**src/design/axi_csr_settings.svh**
```systemverilog
// Widths, FIFO depth and ID constant for the AXI CSR harness
// Include before any package or module that uses them
`ifndef AXI_CSR_SETTINGS_SVH
`define AXI_CSR_SETTINGS_SVH

`define AXI_CSR_ADDR_W     12
`define AXI_CSR_DATA_W     32
`define AXI_CSR_ID_W       8
`define AXI_CSR_USER_W     32

// Stress FIFO behind TX_DATA_PORT and INDIRECT_FIFO_DATA
`define AXI_CSR_FIFO_DEPTH 128
`define AXI_CSR_DEPTH_W    8

`define AXI_CSR_ID_VALUE   32'h1c3c_0001

`endif

```
**src/design/axi_bus_pkg.sv**
```systemverilog
// AXI channel payloads for the single-beat CSR slave
// Valid and ready travel as separate wires next to these structs
`include "axi_csr_settings.svh"
`default_nettype none

package axi_bus_pkg;

  typedef enum logic [1:0] {
    OKAY   = 2'b00,
    SLVERR = 2'b10
  } axi_resp_e;

  // Read address, 52 bits
  typedef struct packed {
    logic [`AXI_CSR_ADDR_W-1:0] addr;
    logic [`AXI_CSR_ID_W-1:0]   id;
    logic [`AXI_CSR_USER_W-1:0] user;
  } axi_ar_t;

  typedef axi_ar_t axi_aw_t;  // Same layout as AR

  typedef struct packed {
    logic [`AXI_CSR_DATA_W-1:0]   data;
    logic [`AXI_CSR_DATA_W/8-1:0] strb;
    logic [`AXI_CSR_USER_W-1:0]   user;
  } axi_w_t;

  typedef struct packed {
    logic [`AXI_CSR_DATA_W-1:0] data;
    axi_resp_e                  resp;
    logic [`AXI_CSR_ID_W-1:0]   id;
    logic [`AXI_CSR_USER_W-1:0] user;
    logic                       last;
  } axi_r_t;

  typedef struct packed {
    axi_resp_e                  resp;
    logic [`AXI_CSR_ID_W-1:0]   id;
    logic [`AXI_CSR_USER_W-1:0] user;
  } axi_b_t;

endpackage

`default_nettype wire

```
**src/design/csr_pkg.sv**
```systemverilog
// CPU-interface and FIFO-port types plus the register map
// Offsets are byte offsets within the AXI window
`include "axi_csr_settings.svh"
`default_nettype none

package csr_pkg;

  localparam int unsigned CSR_ADDR_W = `AXI_CSR_ADDR_W - 2;  // Word address

  localparam logic [`AXI_CSR_ADDR_W-1:0] ID_OFS        = 'h00;
  localparam logic [`AXI_CSR_ADDR_W-1:0] SCRATCH_OFS   = 'h04;
  localparam logic [`AXI_CSR_ADDR_W-1:0] TX_DATA_OFS   = 'h08;
  localparam logic [`AXI_CSR_ADDR_W-1:0] FIFO_DATA_OFS = 'h0c;
  localparam logic [`AXI_CSR_ADDR_W-1:0] STATUS_OFS    = 'h10;

  typedef logic [`AXI_CSR_DATA_W-1:0] fifo_word_t;

  // Qualified by a separate one-cycle req pulse
  typedef struct packed {
    logic                       is_wr;
    logic [CSR_ADDR_W-1:0]      addr;
    logic [`AXI_CSR_DATA_W-1:0] wr_data;
    logic [`AXI_CSR_DATA_W-1:0] wr_biten;
  } csr_req_t;

  typedef struct packed {
    logic                       rd_ack;
    logic                       wr_ack;
    logic                       err;
    logic [`AXI_CSR_DATA_W-1:0] rd_data;
  } csr_rsp_t;

  typedef struct packed {
    logic       push;
    logic       pop;
    fifo_word_t wr_data;
  } port_req_t;

  typedef struct packed {
    logic       ack;
    logic       err;
    fifo_word_t rd_data;
  } port_rsp_t;

endpackage

`default_nettype wire

```
**src/design/axi_csr_adapter.sv**
```systemverilog
// AXI slave for single-beat accesses, one transaction at a time
// Turns each read or write into a req pulse on the CPU interface
`include "axi_csr_settings.svh"
`default_nettype none

module axi_csr_adapter (
  input  wire logic                 aclk,
  input  wire logic                 areset_n,
  input  wire axi_bus_pkg::axi_ar_t ar_i,
  input  wire logic                 ar_valid_i,
  output logic                      ar_ready_o,
  input  wire axi_bus_pkg::axi_aw_t aw_i,
  input  wire logic                 aw_valid_i,
  output logic                      aw_ready_o,
  input  wire axi_bus_pkg::axi_w_t  w_i,
  input  wire logic                 w_valid_i,
  output logic                      w_ready_o,
  output axi_bus_pkg::axi_r_t       r_o,
  output logic                      r_valid_o,
  input  wire logic                 r_ready_i,
  output axi_bus_pkg::axi_b_t       b_o,
  output logic                      b_valid_o,
  input  wire logic                 b_ready_i,
  output csr_pkg::csr_req_t         csr_req_o,
  output logic                      csr_req_valid_o,
  input  wire csr_pkg::csr_rsp_t    csr_rsp_i
);
  import axi_bus_pkg::*;
  import csr_pkg::*;

  typedef enum logic [1:0] {IDLE, READ, WRITE, RESP} state_e;

  state_e                     state_q;
  logic                       aw_held_q, w_held_q, req_q;
  axi_aw_t                    aw_q, aw_cur;
  axi_w_t                     w_q, w_cur;
  csr_req_t                   creq_q;
  logic [`AXI_CSR_ID_W-1:0]   id_q;
  logic [`AXI_CSR_USER_W-1:0] user_q;
  logic [`AXI_CSR_DATA_W-1:0] rdata_q;
  axi_resp_e                  resp_q;
  logic                       ar_hs, aw_hs, w_hs, wr_go, ack;

  function automatic logic [`AXI_CSR_DATA_W-1:0] strb_to_mask(
    input logic [`AXI_CSR_DATA_W/8-1:0] strb
  );
    logic [`AXI_CSR_DATA_W-1:0] mask;
    for (int i = 0; i < `AXI_CSR_DATA_W/8; i++) begin
      mask[8*i +: 8] = {8{strb[i]}};
    end
    return mask;
  endfunction

  assign ar_hs  = ar_valid_i & ar_ready_o;
  assign aw_hs  = aw_valid_i & aw_ready_o;
  assign w_hs   = w_valid_i & w_ready_o;
  assign aw_cur = aw_held_q ? aw_q : aw_i;
  assign w_cur  = w_held_q ? w_q : w_i;
  assign wr_go  = (aw_held_q | aw_hs) & (w_held_q | w_hs);  // Both halves present
  assign ack    = ((state_q == READ) | (state_q == WRITE)) & (csr_rsp_i.rd_ack | csr_rsp_i.wr_ack);

  always_ff @(posedge aclk or negedge areset_n) begin
    if (!areset_n) begin
      state_q   <= IDLE;
      aw_held_q <= 1'b0;
      w_held_q  <= 1'b0;
      req_q     <= 1'b0;
    end else begin
      req_q <= 1'b0;
      if (aw_hs) aw_held_q <= 1'b1;
      if (w_hs) w_held_q <= 1'b1;
      case (state_q)
        IDLE: begin
          if (ar_hs) begin  // Reads win over a complete write
            state_q <= READ;
            req_q   <= 1'b1;
          end else if (wr_go) begin
            state_q   <= WRITE;
            req_q     <= 1'b1;
            aw_held_q <= 1'b0;
            w_held_q  <= 1'b0;
          end
        end
        READ, WRITE: if (ack) state_q <= RESP;
        RESP: if ((r_valid_o & r_ready_i) | (b_valid_o & b_ready_i)) state_q <= IDLE;
        default: state_q <= IDLE;
      endcase
    end
  end

  always_ff @(posedge aclk) begin
    if (aw_hs) aw_q <= aw_i;
    if (w_hs) w_q <= w_i;
    if (state_q == IDLE && ar_hs) begin
      creq_q <= '{is_wr: 1'b0, addr: ar_i.addr[`AXI_CSR_ADDR_W-1:2],
                  wr_data: '0, wr_biten: '0};
      id_q   <= ar_i.id;
      user_q <= ar_i.user;
    end else if (state_q == IDLE && wr_go) begin
      creq_q <= '{is_wr: 1'b1, addr: aw_cur.addr[`AXI_CSR_ADDR_W-1:2],
                  wr_data: w_cur.data, wr_biten: strb_to_mask(w_cur.strb)};
      id_q   <= aw_cur.id;
      user_q <= aw_cur.user;
    end
    if (ack) begin
      rdata_q <= csr_rsp_i.rd_data;
      resp_q  <= csr_rsp_i.err ? SLVERR : OKAY;
    end
  end

  // No new beats while a transaction is in flight
  assign ar_ready_o = (state_q == IDLE);
  assign aw_ready_o = (state_q == IDLE) & ~aw_held_q;
  assign w_ready_o  = (state_q == IDLE) & ~w_held_q;

  assign r_valid_o = (state_q == RESP) & ~creq_q.is_wr;
  assign b_valid_o = (state_q == RESP) & creq_q.is_wr;
  assign r_o = '{data: rdata_q, resp: resp_q, id: id_q, user: user_q, last: 1'b1};
  assign b_o = '{resp: resp_q, id: id_q, user: user_q};

  assign csr_req_o       = creq_q;
  assign csr_req_valid_o = req_q;

endmodule

`default_nettype wire

```
**src/design/axi_csr_top.sv**
```systemverilog
// AXI CSR harness top: adapter, register block, port bridge and stress FIFO
// FIFO depth and full flag are brought out for the testbench
`include "axi_csr_settings.svh"
`default_nettype none

module axi_csr_top (
  input  wire logic                 aclk,
  input  wire logic                 areset_n,
  input  wire axi_bus_pkg::axi_ar_t ar_i,
  input  wire logic                 ar_valid_i,
  output logic                      ar_ready_o,
  input  wire axi_bus_pkg::axi_aw_t aw_i,
  input  wire logic                 aw_valid_i,
  output logic                      aw_ready_o,
  input  wire axi_bus_pkg::axi_w_t  w_i,
  input  wire logic                 w_valid_i,
  output logic                      w_ready_o,
  output axi_bus_pkg::axi_r_t       r_o,
  output logic                      r_valid_o,
  input  wire logic                 r_ready_i,
  output axi_bus_pkg::axi_b_t       b_o,
  output logic                      b_valid_o,
  input  wire logic                 b_ready_i,
  output logic [`AXI_CSR_DEPTH_W-1:0] fifo_depth_o,
  output logic                      fifo_full_o
);
  import csr_pkg::*;

  csr_req_t   csr_req;
  logic       csr_req_valid;
  csr_rsp_t   csr_rsp;
  port_req_t  port_req;
  port_rsp_t  port_rsp;
  logic       fifo_wvalid, fifo_wready, fifo_rvalid, fifo_rready;
  fifo_word_t fifo_wdata, fifo_rdata;

  axi_csr_adapter adapter_i (
    .aclk, .areset_n,
    .ar_i, .ar_valid_i, .ar_ready_o,
    .aw_i, .aw_valid_i, .aw_ready_o,
    .w_i, .w_valid_i, .w_ready_o,
    .r_o, .r_valid_o, .r_ready_i,
    .b_o, .b_valid_o, .b_ready_i,
    .csr_req_o(csr_req), .csr_req_valid_o(csr_req_valid), .csr_rsp_i(csr_rsp)
  );

  csr_regs regs_i (
    .aclk, .areset_n,
    .csr_req_i(csr_req), .csr_req_valid_i(csr_req_valid), .csr_rsp_o(csr_rsp),
    .port_req_o(port_req), .port_rsp_i(port_rsp),
    .fifo_depth_i(fifo_depth_o), .fifo_full_i(fifo_full_o)
  );

  fifo_port_bridge bridge_i (
    .aclk, .areset_n,
    .port_req_i(port_req), .port_rsp_o(port_rsp),
    .fifo_wvalid_o(fifo_wvalid), .fifo_wready_i(fifo_wready), .fifo_wdata_o(fifo_wdata),
    .fifo_rvalid_i(fifo_rvalid), .fifo_rready_o(fifo_rready), .fifo_rdata_i(fifo_rdata)
  );

  sync_fifo #(.T(fifo_word_t), .Depth(`AXI_CSR_FIFO_DEPTH)) fifo_i (
    .aclk, .areset_n,
    .wvalid_i(fifo_wvalid), .wready_o(fifo_wready), .wdata_i(fifo_wdata),
    .rvalid_o(fifo_rvalid), .rready_i(fifo_rready), .rdata_o(fifo_rdata),
    .depth_o(fifo_depth_o), .full_o(fifo_full_o)
  );

endmodule

`default_nettype wire

```
**src/design/csr_regs.sv**
```systemverilog
// Register block behind the CPU interface
// Plain registers ack after one cycle, FIFO ports ack through the bridge
`include "axi_csr_settings.svh"
`default_nettype none

module csr_regs (
  input  wire logic                        aclk,
  input  wire logic                        areset_n,
  input  wire csr_pkg::csr_req_t           csr_req_i,
  input  wire logic                        csr_req_valid_i,
  output csr_pkg::csr_rsp_t                csr_rsp_o,
  output csr_pkg::port_req_t               port_req_o,
  input  wire csr_pkg::port_rsp_t          port_rsp_i,
  input  wire logic [`AXI_CSR_DEPTH_W-1:0] fifo_depth_i,
  input  wire logic                        fifo_full_i
);
  import csr_pkg::*;

  logic [`AXI_CSR_ADDR_W-1:0] ofs;
  logic                       push, pop, loc_ack, loc_err;
  logic [`AXI_CSR_DATA_W-1:0] loc_data, status;
  logic [`AXI_CSR_DATA_W-1:0] scratch_q, loc_data_q;
  logic                       loc_ack_q, loc_err_q, rd_q;

  assign ofs     = {csr_req_i.addr, 2'b00};
  assign push    = csr_req_valid_i & csr_req_i.is_wr & (ofs == TX_DATA_OFS);
  assign pop     = csr_req_valid_i & ~csr_req_i.is_wr & (ofs == FIFO_DATA_OFS);
  assign loc_ack = csr_req_valid_i & ~push & ~pop;

  assign port_req_o = '{push: push, pop: pop, wr_data: csr_req_i.wr_data};

  always_comb begin
    status = '0;
    status[`AXI_CSR_DEPTH_W-1:0] = fifo_depth_i;
    status[`AXI_CSR_DEPTH_W]     = fifo_full_i;
  end

  always_comb begin
    loc_err  = 1'b0;
    loc_data = '0;
    case (ofs)
      ID_OFS:        loc_data = `AXI_CSR_ID_VALUE;
      SCRATCH_OFS:   loc_data = scratch_q;
      TX_DATA_OFS:   loc_data = '0;  // Reads back zero
      FIFO_DATA_OFS: loc_err  = csr_req_i.is_wr;
      STATUS_OFS:    loc_data = status;
      default:       loc_err  = 1'b1;
    endcase
    if (csr_req_i.is_wr) loc_data = '0;
  end

  always_ff @(posedge aclk or negedge areset_n) begin
    if (!areset_n) begin
      loc_ack_q <= 1'b0;
      rd_q      <= 1'b0;
      scratch_q <= '0;
    end else begin
      loc_ack_q <= loc_ack;
      if (csr_req_valid_i) rd_q <= ~csr_req_i.is_wr;  // Direction of the open request
      if (loc_ack && csr_req_i.is_wr && ofs == SCRATCH_OFS) begin
        scratch_q <= (scratch_q & ~csr_req_i.wr_biten) |
                     (csr_req_i.wr_data & csr_req_i.wr_biten);
      end
    end
  end

  always_ff @(posedge aclk) begin
    loc_err_q  <= loc_err;
    loc_data_q <= loc_data;
  end

  // Port acks go straight through
  assign csr_rsp_o = '{
    rd_ack:  (loc_ack_q | port_rsp_i.ack) & rd_q,
    wr_ack:  (loc_ack_q | port_rsp_i.ack) & ~rd_q,
    err:     loc_ack_q ? loc_err_q : port_rsp_i.err,
    rd_data: loc_ack_q ? loc_data_q : port_rsp_i.rd_data
  };

endmodule

`default_nettype wire

```
**src/design/fifo_port_bridge.sv**
```systemverilog
// Turns TX_DATA_PORT and INDIRECT_FIFO_DATA requests into FIFO push and pop
// Request is registered for one cycle, the ack follows one cycle later
`default_nettype none

module fifo_port_bridge (
  input  wire logic                aclk,
  input  wire logic                areset_n,
  input  wire csr_pkg::port_req_t  port_req_i,
  output csr_pkg::port_rsp_t       port_rsp_o,
  output logic                     fifo_wvalid_o,
  input  wire logic                fifo_wready_i,
  output csr_pkg::fifo_word_t      fifo_wdata_o,
  input  wire logic                fifo_rvalid_i,
  output logic                     fifo_rready_o,
  input  wire csr_pkg::fifo_word_t fifo_rdata_i
);
  import csr_pkg::*;

  logic       push_q, pop_q, ack_q, err_q;
  fifo_word_t wdata_q, rdata_q;

  always_ff @(posedge aclk or negedge areset_n) begin
    if (!areset_n) begin
      push_q <= 1'b0;
      pop_q  <= 1'b0;
      ack_q  <= 1'b0;
      err_q  <= 1'b0;
    end else begin
      push_q <= port_req_i.push;
      pop_q  <= port_req_i.pop;
      ack_q  <= push_q | pop_q;
      err_q  <= (push_q & ~fifo_wready_i) | (pop_q & ~fifo_rvalid_i);  // Full or empty
    end
  end

  always_ff @(posedge aclk) begin
    wdata_q <= port_req_i.wr_data;
    rdata_q <= (pop_q && fifo_rvalid_i) ? fifo_rdata_i : '0;
  end

  assign fifo_wvalid_o = push_q;
  assign fifo_wdata_o  = wdata_q;
  assign fifo_rready_o = pop_q;
  assign port_rsp_o    = '{ack: ack_q, err: err_q, rd_data: rdata_q};

endmodule

`default_nettype wire

```
**src/design/sync_fifo.sv**
```systemverilog
// Synchronous circular-buffer FIFO with a registered entry count
// Head entry is visible on rdata_o whenever rvalid_o is high
`include "axi_csr_settings.svh"
`default_nettype none

module sync_fifo #(
  parameter type         T     = csr_pkg::fifo_word_t,
  parameter int unsigned Depth = `AXI_CSR_FIFO_DEPTH
) (
  input  wire logic                       aclk,
  input  wire logic                       areset_n,
  input  wire logic                       wvalid_i,
  output logic                            wready_o,
  input  wire T                           wdata_i,
  output logic                            rvalid_o,
  input  wire logic                       rready_i,
  output T                                rdata_o,
  output logic [$clog2(Depth+1)-1:0]      depth_o,
  output logic                            full_o
);
  localparam int unsigned PtrW   = $clog2(Depth);
  localparam int unsigned CountW = $clog2(Depth+1);

  T                  mem [Depth];
  logic [PtrW-1:0]   wr_ptr_q, rd_ptr_q;
  logic [CountW-1:0] count_q;
  logic              do_wr, do_rd;

  assign do_wr = wvalid_i & wready_o;
  assign do_rd = rvalid_o & rready_i;

  always_ff @(posedge aclk or negedge areset_n) begin
    if (!areset_n) begin
      wr_ptr_q <= '0;
      rd_ptr_q <= '0;
      count_q  <= '0;
    end else begin
      if (do_wr) wr_ptr_q <= (wr_ptr_q == PtrW'(Depth - 1)) ? '0 : wr_ptr_q + 1'b1;
      if (do_rd) rd_ptr_q <= (rd_ptr_q == PtrW'(Depth - 1)) ? '0 : rd_ptr_q + 1'b1;
      if (do_wr && !do_rd) count_q <= count_q + 1'b1;
      else if (do_rd && !do_wr) count_q <= count_q - 1'b1;
    end
  end

  always_ff @(posedge aclk) begin
    if (do_wr) mem[wr_ptr_q] <= wdata_i;
  end

  assign full_o   = (count_q == CountW'(Depth));
  assign wready_o = ~full_o;
  assign rvalid_o = (count_q != '0);
  assign rdata_o  = mem[rd_ptr_q];
  assign depth_o  = count_q;

endmodule

`default_nettype wire

```
**config.mk**
```make
export PLATFORM = sky130hd
export DESIGN_NAME = axi_csr_top
export DESIGN_NICKNAME = d
export VERILOG_FILES = /design/src/design/axi_bus_pkg.sv /design/src/design/csr_pkg.sv /design/src/design/axi_csr_adapter.sv /design/src/design/axi_csr_top.sv /design/src/design/csr_regs.sv /design/src/design/fifo_port_bridge.sv /design/src/design/sync_fifo.sv
export VERILOG_INCLUDE_DIRS = /design/src /design/src/design
export SDC_FILE = /design/constraint.sdc
export NUM_CORES = 2
export LEC_CHECK = 0
export BUFFER_PORTS_ARGS = -buffer_cell sky130_fd_sc_hd__buf_2
export CAP_MARGIN = 20
export CORE_MARGIN = 2
export CORE_UTILIZATION = 55
export CTS_CLUSTER_DIAMETER = 60
export CTS_CLUSTER_SIZE = 40
export DETAILED_ROUTE_END_ITERATION = 8
export PLACE_DENSITY = 0.72
export SYNTH_ARGS = -nofsm -noshare
export SYNTH_HDL_FRONTEND = slang
export SYNTH_HIERARCHICAL = 1
export SYNTH_SLANG_ARGS = --single-unit
```
**constraint.sdc**
```tcl
create_clock -name aclk -period 5 [get_ports aclk]
set_input_delay 0.5 -clock aclk [delete_from_list [all_inputs] [get_ports aclk]]
set_output_delay 0.5 -clock aclk [all_outputs]
set_load 0.1 [all_outputs]
```
==> results.md <==
* Core occupancy in the finished layout at 0.616
* Global routing usage on met3 at 0.0606
* TritonCTS buffer count at ~240
* Global-route track usage on met1 at 0.391
* Synth-to-layout area growth at 11.2%
* Die area at between 0.3 and 0.4 mm²
* Latest clock arrival within the worst-skew pair at roughly 1000 ps
* Initial DRT Pass Iterations at 6
* Via count of the first global-routing pass at 86800
* Peak VDD IR at 416 µV
* Total overflow reported by the global router at 0
* H-tree levels at 4
* Min cycle time layout at 4430 ps
* Transition time of the tightest slew-check pin at roughly 1300 ps
* Crit path cell chain: buf_12 -> mux4_2 -> a22o_1 -> a2111oi_1 -> buf_4 -> a211oi_1 -> buf_4 -> nor4_1 -> a31oi_1 -> buf_4 -> and3_1
* Die W at ~560 µm
* Relative contribution of sequential cells to total power at 0.619
* Die Y-Extent at between 500 and 600 µm
* Total number of vias at 88100
* Overall global routing resource usage at 0.284
* Number of maximum-capacitance violations at 0
* Final wirelength at around 450 mm
* FF+latch count, synth at roughly 4500
* GRT met2 Usage at 0.451
* Clock tree from TritonCTS: built
* Number of enable-type register cells in the synthesized netlist at 4265
* Remaining DRCs at 0
* Top library cells by usage in the layout, fill and taps aside: sky130_fd_sc_hd__edfxtp_1, sky130_fd_sc_hd__mux4_2, sky130_fd_sc_hd__mux2i_1, sky130_fd_sc_hd__buf_4, sky130_fd_sc_hd__a22oi_1
* Initial Utilization at 0.554
* Number of fill cells at a little over 20000
* Post-CTS setup repair buffer count at 0
* Sequential fraction of the synthesis area at 0.773
* Register-to-register setup slack at roughly 570 ps
* Routability congestion estimate at slightly below 0.9
* Count of final hold-check violations at 0
* Num Clock Sinks at around 4500
* Count of buffers from port buffering at between 200 and 300
* Placeable core region at a little over 0.3 mm²
* Instance count along the most critical hold path at 4
* Cell chosen for the clock root: sky130_fd_sc_hd__clkbuf_16
* Power consumption at 65.1 mW
* Worst Reg-to-Reg Cells at 11
* Main synth FF type: sky130_fd_sc_hd__edfxtp_1
* Fraction of registers with async set or reset after synthesis at 0.0146
* Total Negative Setup Slacks at 0 ps
* Fin Clk Skew at approximately 95 ps
* Total Nets Final at 9031
* Worst stage delay on the critical path at 1000 ps
* Fraction of the cycle the final worst path needs at 0.885
* Standard-cell rows at slightly above 200
* Clock power share at 0.378
* Post-route ant nets at 0
* Synthesized area per cell at ~20 µm²
* Class of the tightest hold or removal check: primary input to flip-flop
* Hold WS at 136 ps
* Slowest cell on crit path: sky130_fd_sc_hd__dfrtp_4
* Slew Limit Headroom at 0.156
* First-pass GRT wire length at approximately 640 mm
* Worst Setup Slack post-DPL at 682 ps
* Area fraction of the dominant cell type after synthesis at 0.747
* Cell internal power dissipation at 51.1 mW
* Outcome: complete, no violations
* Largest cells by area after synthesis: sky130_fd_sc_hd__edfxtp_1, sky130_fd_sc_hd__mux4_2, sky130_fd_sc_hd__mux2i_1, sky130_fd_sc_hd__dfxtp_1, sky130_fd_sc_hd__a22oi_1
* Sw Pwr at between 10 and 15 mW
* P per Cell Area at between 300 and 400 mW/mm²
* Critical path launch point type: flip-flop
* Sw Ratio at 0.214
* Highest fanout seen on the critical path at 38
* Leakage power of the design at about 68 nW
* Cell variety after synth at 66
* DRC marker count from the first detailed-route iteration at 14300
* Final Instance Count excl. Fillers at between 10000 and 15000
* Most common cell after layout, fill and taps aside: sky130_fd_sc_hd__edfxtp_1
* Max Clock Freq at roughly 0.23 GHz
* Combinational cell fraction of total power at 0.004
* Endpoint kind of the worst setup timing path: flip-flop
* Count of placed standard cells including taps at approximately 13000
* Number of buffer and inverter instances along the worst setup path at 4
* Clock Path Buffers at 4
* Ys Warns at 6
* Post-route cell area at between 0.15 and 0.2 mm²
* Unrepaired setup endpoints after global routing: false
* Boundary pin count at 310
* WP data arrival at between 5000 and 6000 ps
* Netlist Area Pre-Place at around 0.17 mm²
* Detailed placement HPWL at 269 mm
* Largest net degree at the start of global routing at 120
* Worst setup path class: flip-flop to flip-flop
* Crit path top cell by count: sky130_fd_sc_hd__buf_4
* Library cell occupying the most area in the post-synthesis netlist: sky130_fd_sc_hd__edfxtp_1
* Top cell family by delay on the critical path: flip-flops
* Final number of max-transition violations at 0
* Number of instances in the synthesized netlist at 8336
* Share of final-layout standard cells stronger than drive strength 1 at 0.245
* Clock transition at path regs at about 100 ps
* Count of cell instances traversed by the critical path at 11
* Post-detailed-placement cell area at about 0.18 mm²
* Global-route layer with the greatest usage: met2
* Number of failing setup endpoints in the final timing report at 0
* Worst setup margin at approximately 570 ps
* Number of vias per cell at around 6.7
* Routed wire per std cell at roughly 34 µm
* Data required time of the critical path at between 5000 and 6000 ps
* Number of antenna violations at the first check in global routing at between 40 and 50
power by group through the flow:
stage	combinational (mW)	sequential, mW	clock [mW]
floorplan	0.0389	41.1	0
global placement	0.120	41.1	0
detailed placement	0.125	41.1	0
CTS	0.218	40.2	24.8
global route	0.243	40.3	26.0
finish	0.231	40.2	24.6
tightest hold or removal path: stages:
cell,delay (ps)
sky130_fd_sc_hd__buf_2,140
sky130_fd_sc_hd__o22ai_1,160
sky130_fd_sc_hd__a222oi_1,140
sky130_fd_sc_hd__mux2i_1,140
synth_stat cells, drive strengths merged, types with 28 or more instances:
library cell  number
a22o              43
nand3             89
buf              413
o22ai             69
mux2              82
mux4             774
a221oi            32
clkbuf           185
o221ai            30
edfxtp          4265
nand2            222
o21ai            127
a31oi             45
and3              39
nor2             226
dfrtp             65
a21oi            124
a22oi            277
mux2i            704
dfxtp            134
nand4             73
a211oi            94
and2              28
cells by family after synthesis:
logic type	count (synthesis)	synth area share
other	2	0.0000438
flip-flops	4464	0.773
adder cells (fa/ha/maj)	14	0.00107
buffers and inverters	619	0.0203
XOR/XNOR	15	0.000767
multiplexers	1560	0.148
AO/OA/AOI/OAI	899	0.0361
AND/OR/NAND/NOR	763	0.0209
state kept, by name, summed over array words and instances, names as in the netlist, 36 cells and up, named ones only:
signal / count
fifo_i/mem: 4096
adapter_i/w_q: 36
adapter_i/csr_req_o: 47
adapter_i/aw_q: 50
worst paths after layout:
check | start | to
worst max register to register | fifo_i/rd_ptr_q[0]$_DFFE_PN0P_ | bridge_i/rdata_q[30]$_SDFF_PN0_
min in group asynchronous | areset_n | fifo_i/rd_ptr_q[3]$_DFFE_PN0P_
worst min-delay path | aw_valid_i | adapter_i/state_q[0]$_DFFE_PN0P_
worst min register to register | adapter_i/csr_req_o[34]$_SDFFE_PP0P_ | bridge_i/fifo_wdata_o[2]$_DFF_P_
worst max-delay path | fifo_i/rd_ptr_q[0]$_DFFE_PN0P_ | bridge_i/rdata_q[30]$_SDFF_PN0_
max in group asynchronous | areset_n | adapter_i/aw_held_q$_DFF_PN0_
routing by layer:
layer  vias up  routed length [µm]  part of all wire
met5         -                  98           0.00022
met4        16               19800             0.044
met3       799               55900              0.12
met2      5690              215000              0.47
met1     46300              162000              0.36
li1      35300                   -                 -
layout make-up:
class,count,area [µm²],share of cell area
clock buffers,248,6100,0.0320
clock inverters,206,3240,0.0170
flip-flops and latches,4464,133000,0.696
well taps,4120,5150,0.0271
repair buffers,856,6790,0.0356
multi-input cells,3254,36600,0.192
inverters,21,78.8,0.000414
diodes,15,37.5,0.000197
what timing repair did:
action,CTS,global route
gates resized for setup,0,0
setup endpoints to repair,0,0
hold endpoints to repair,240,14
hold buffers,141,1
No activity file was read; power rests on OpenSTA's default activity.
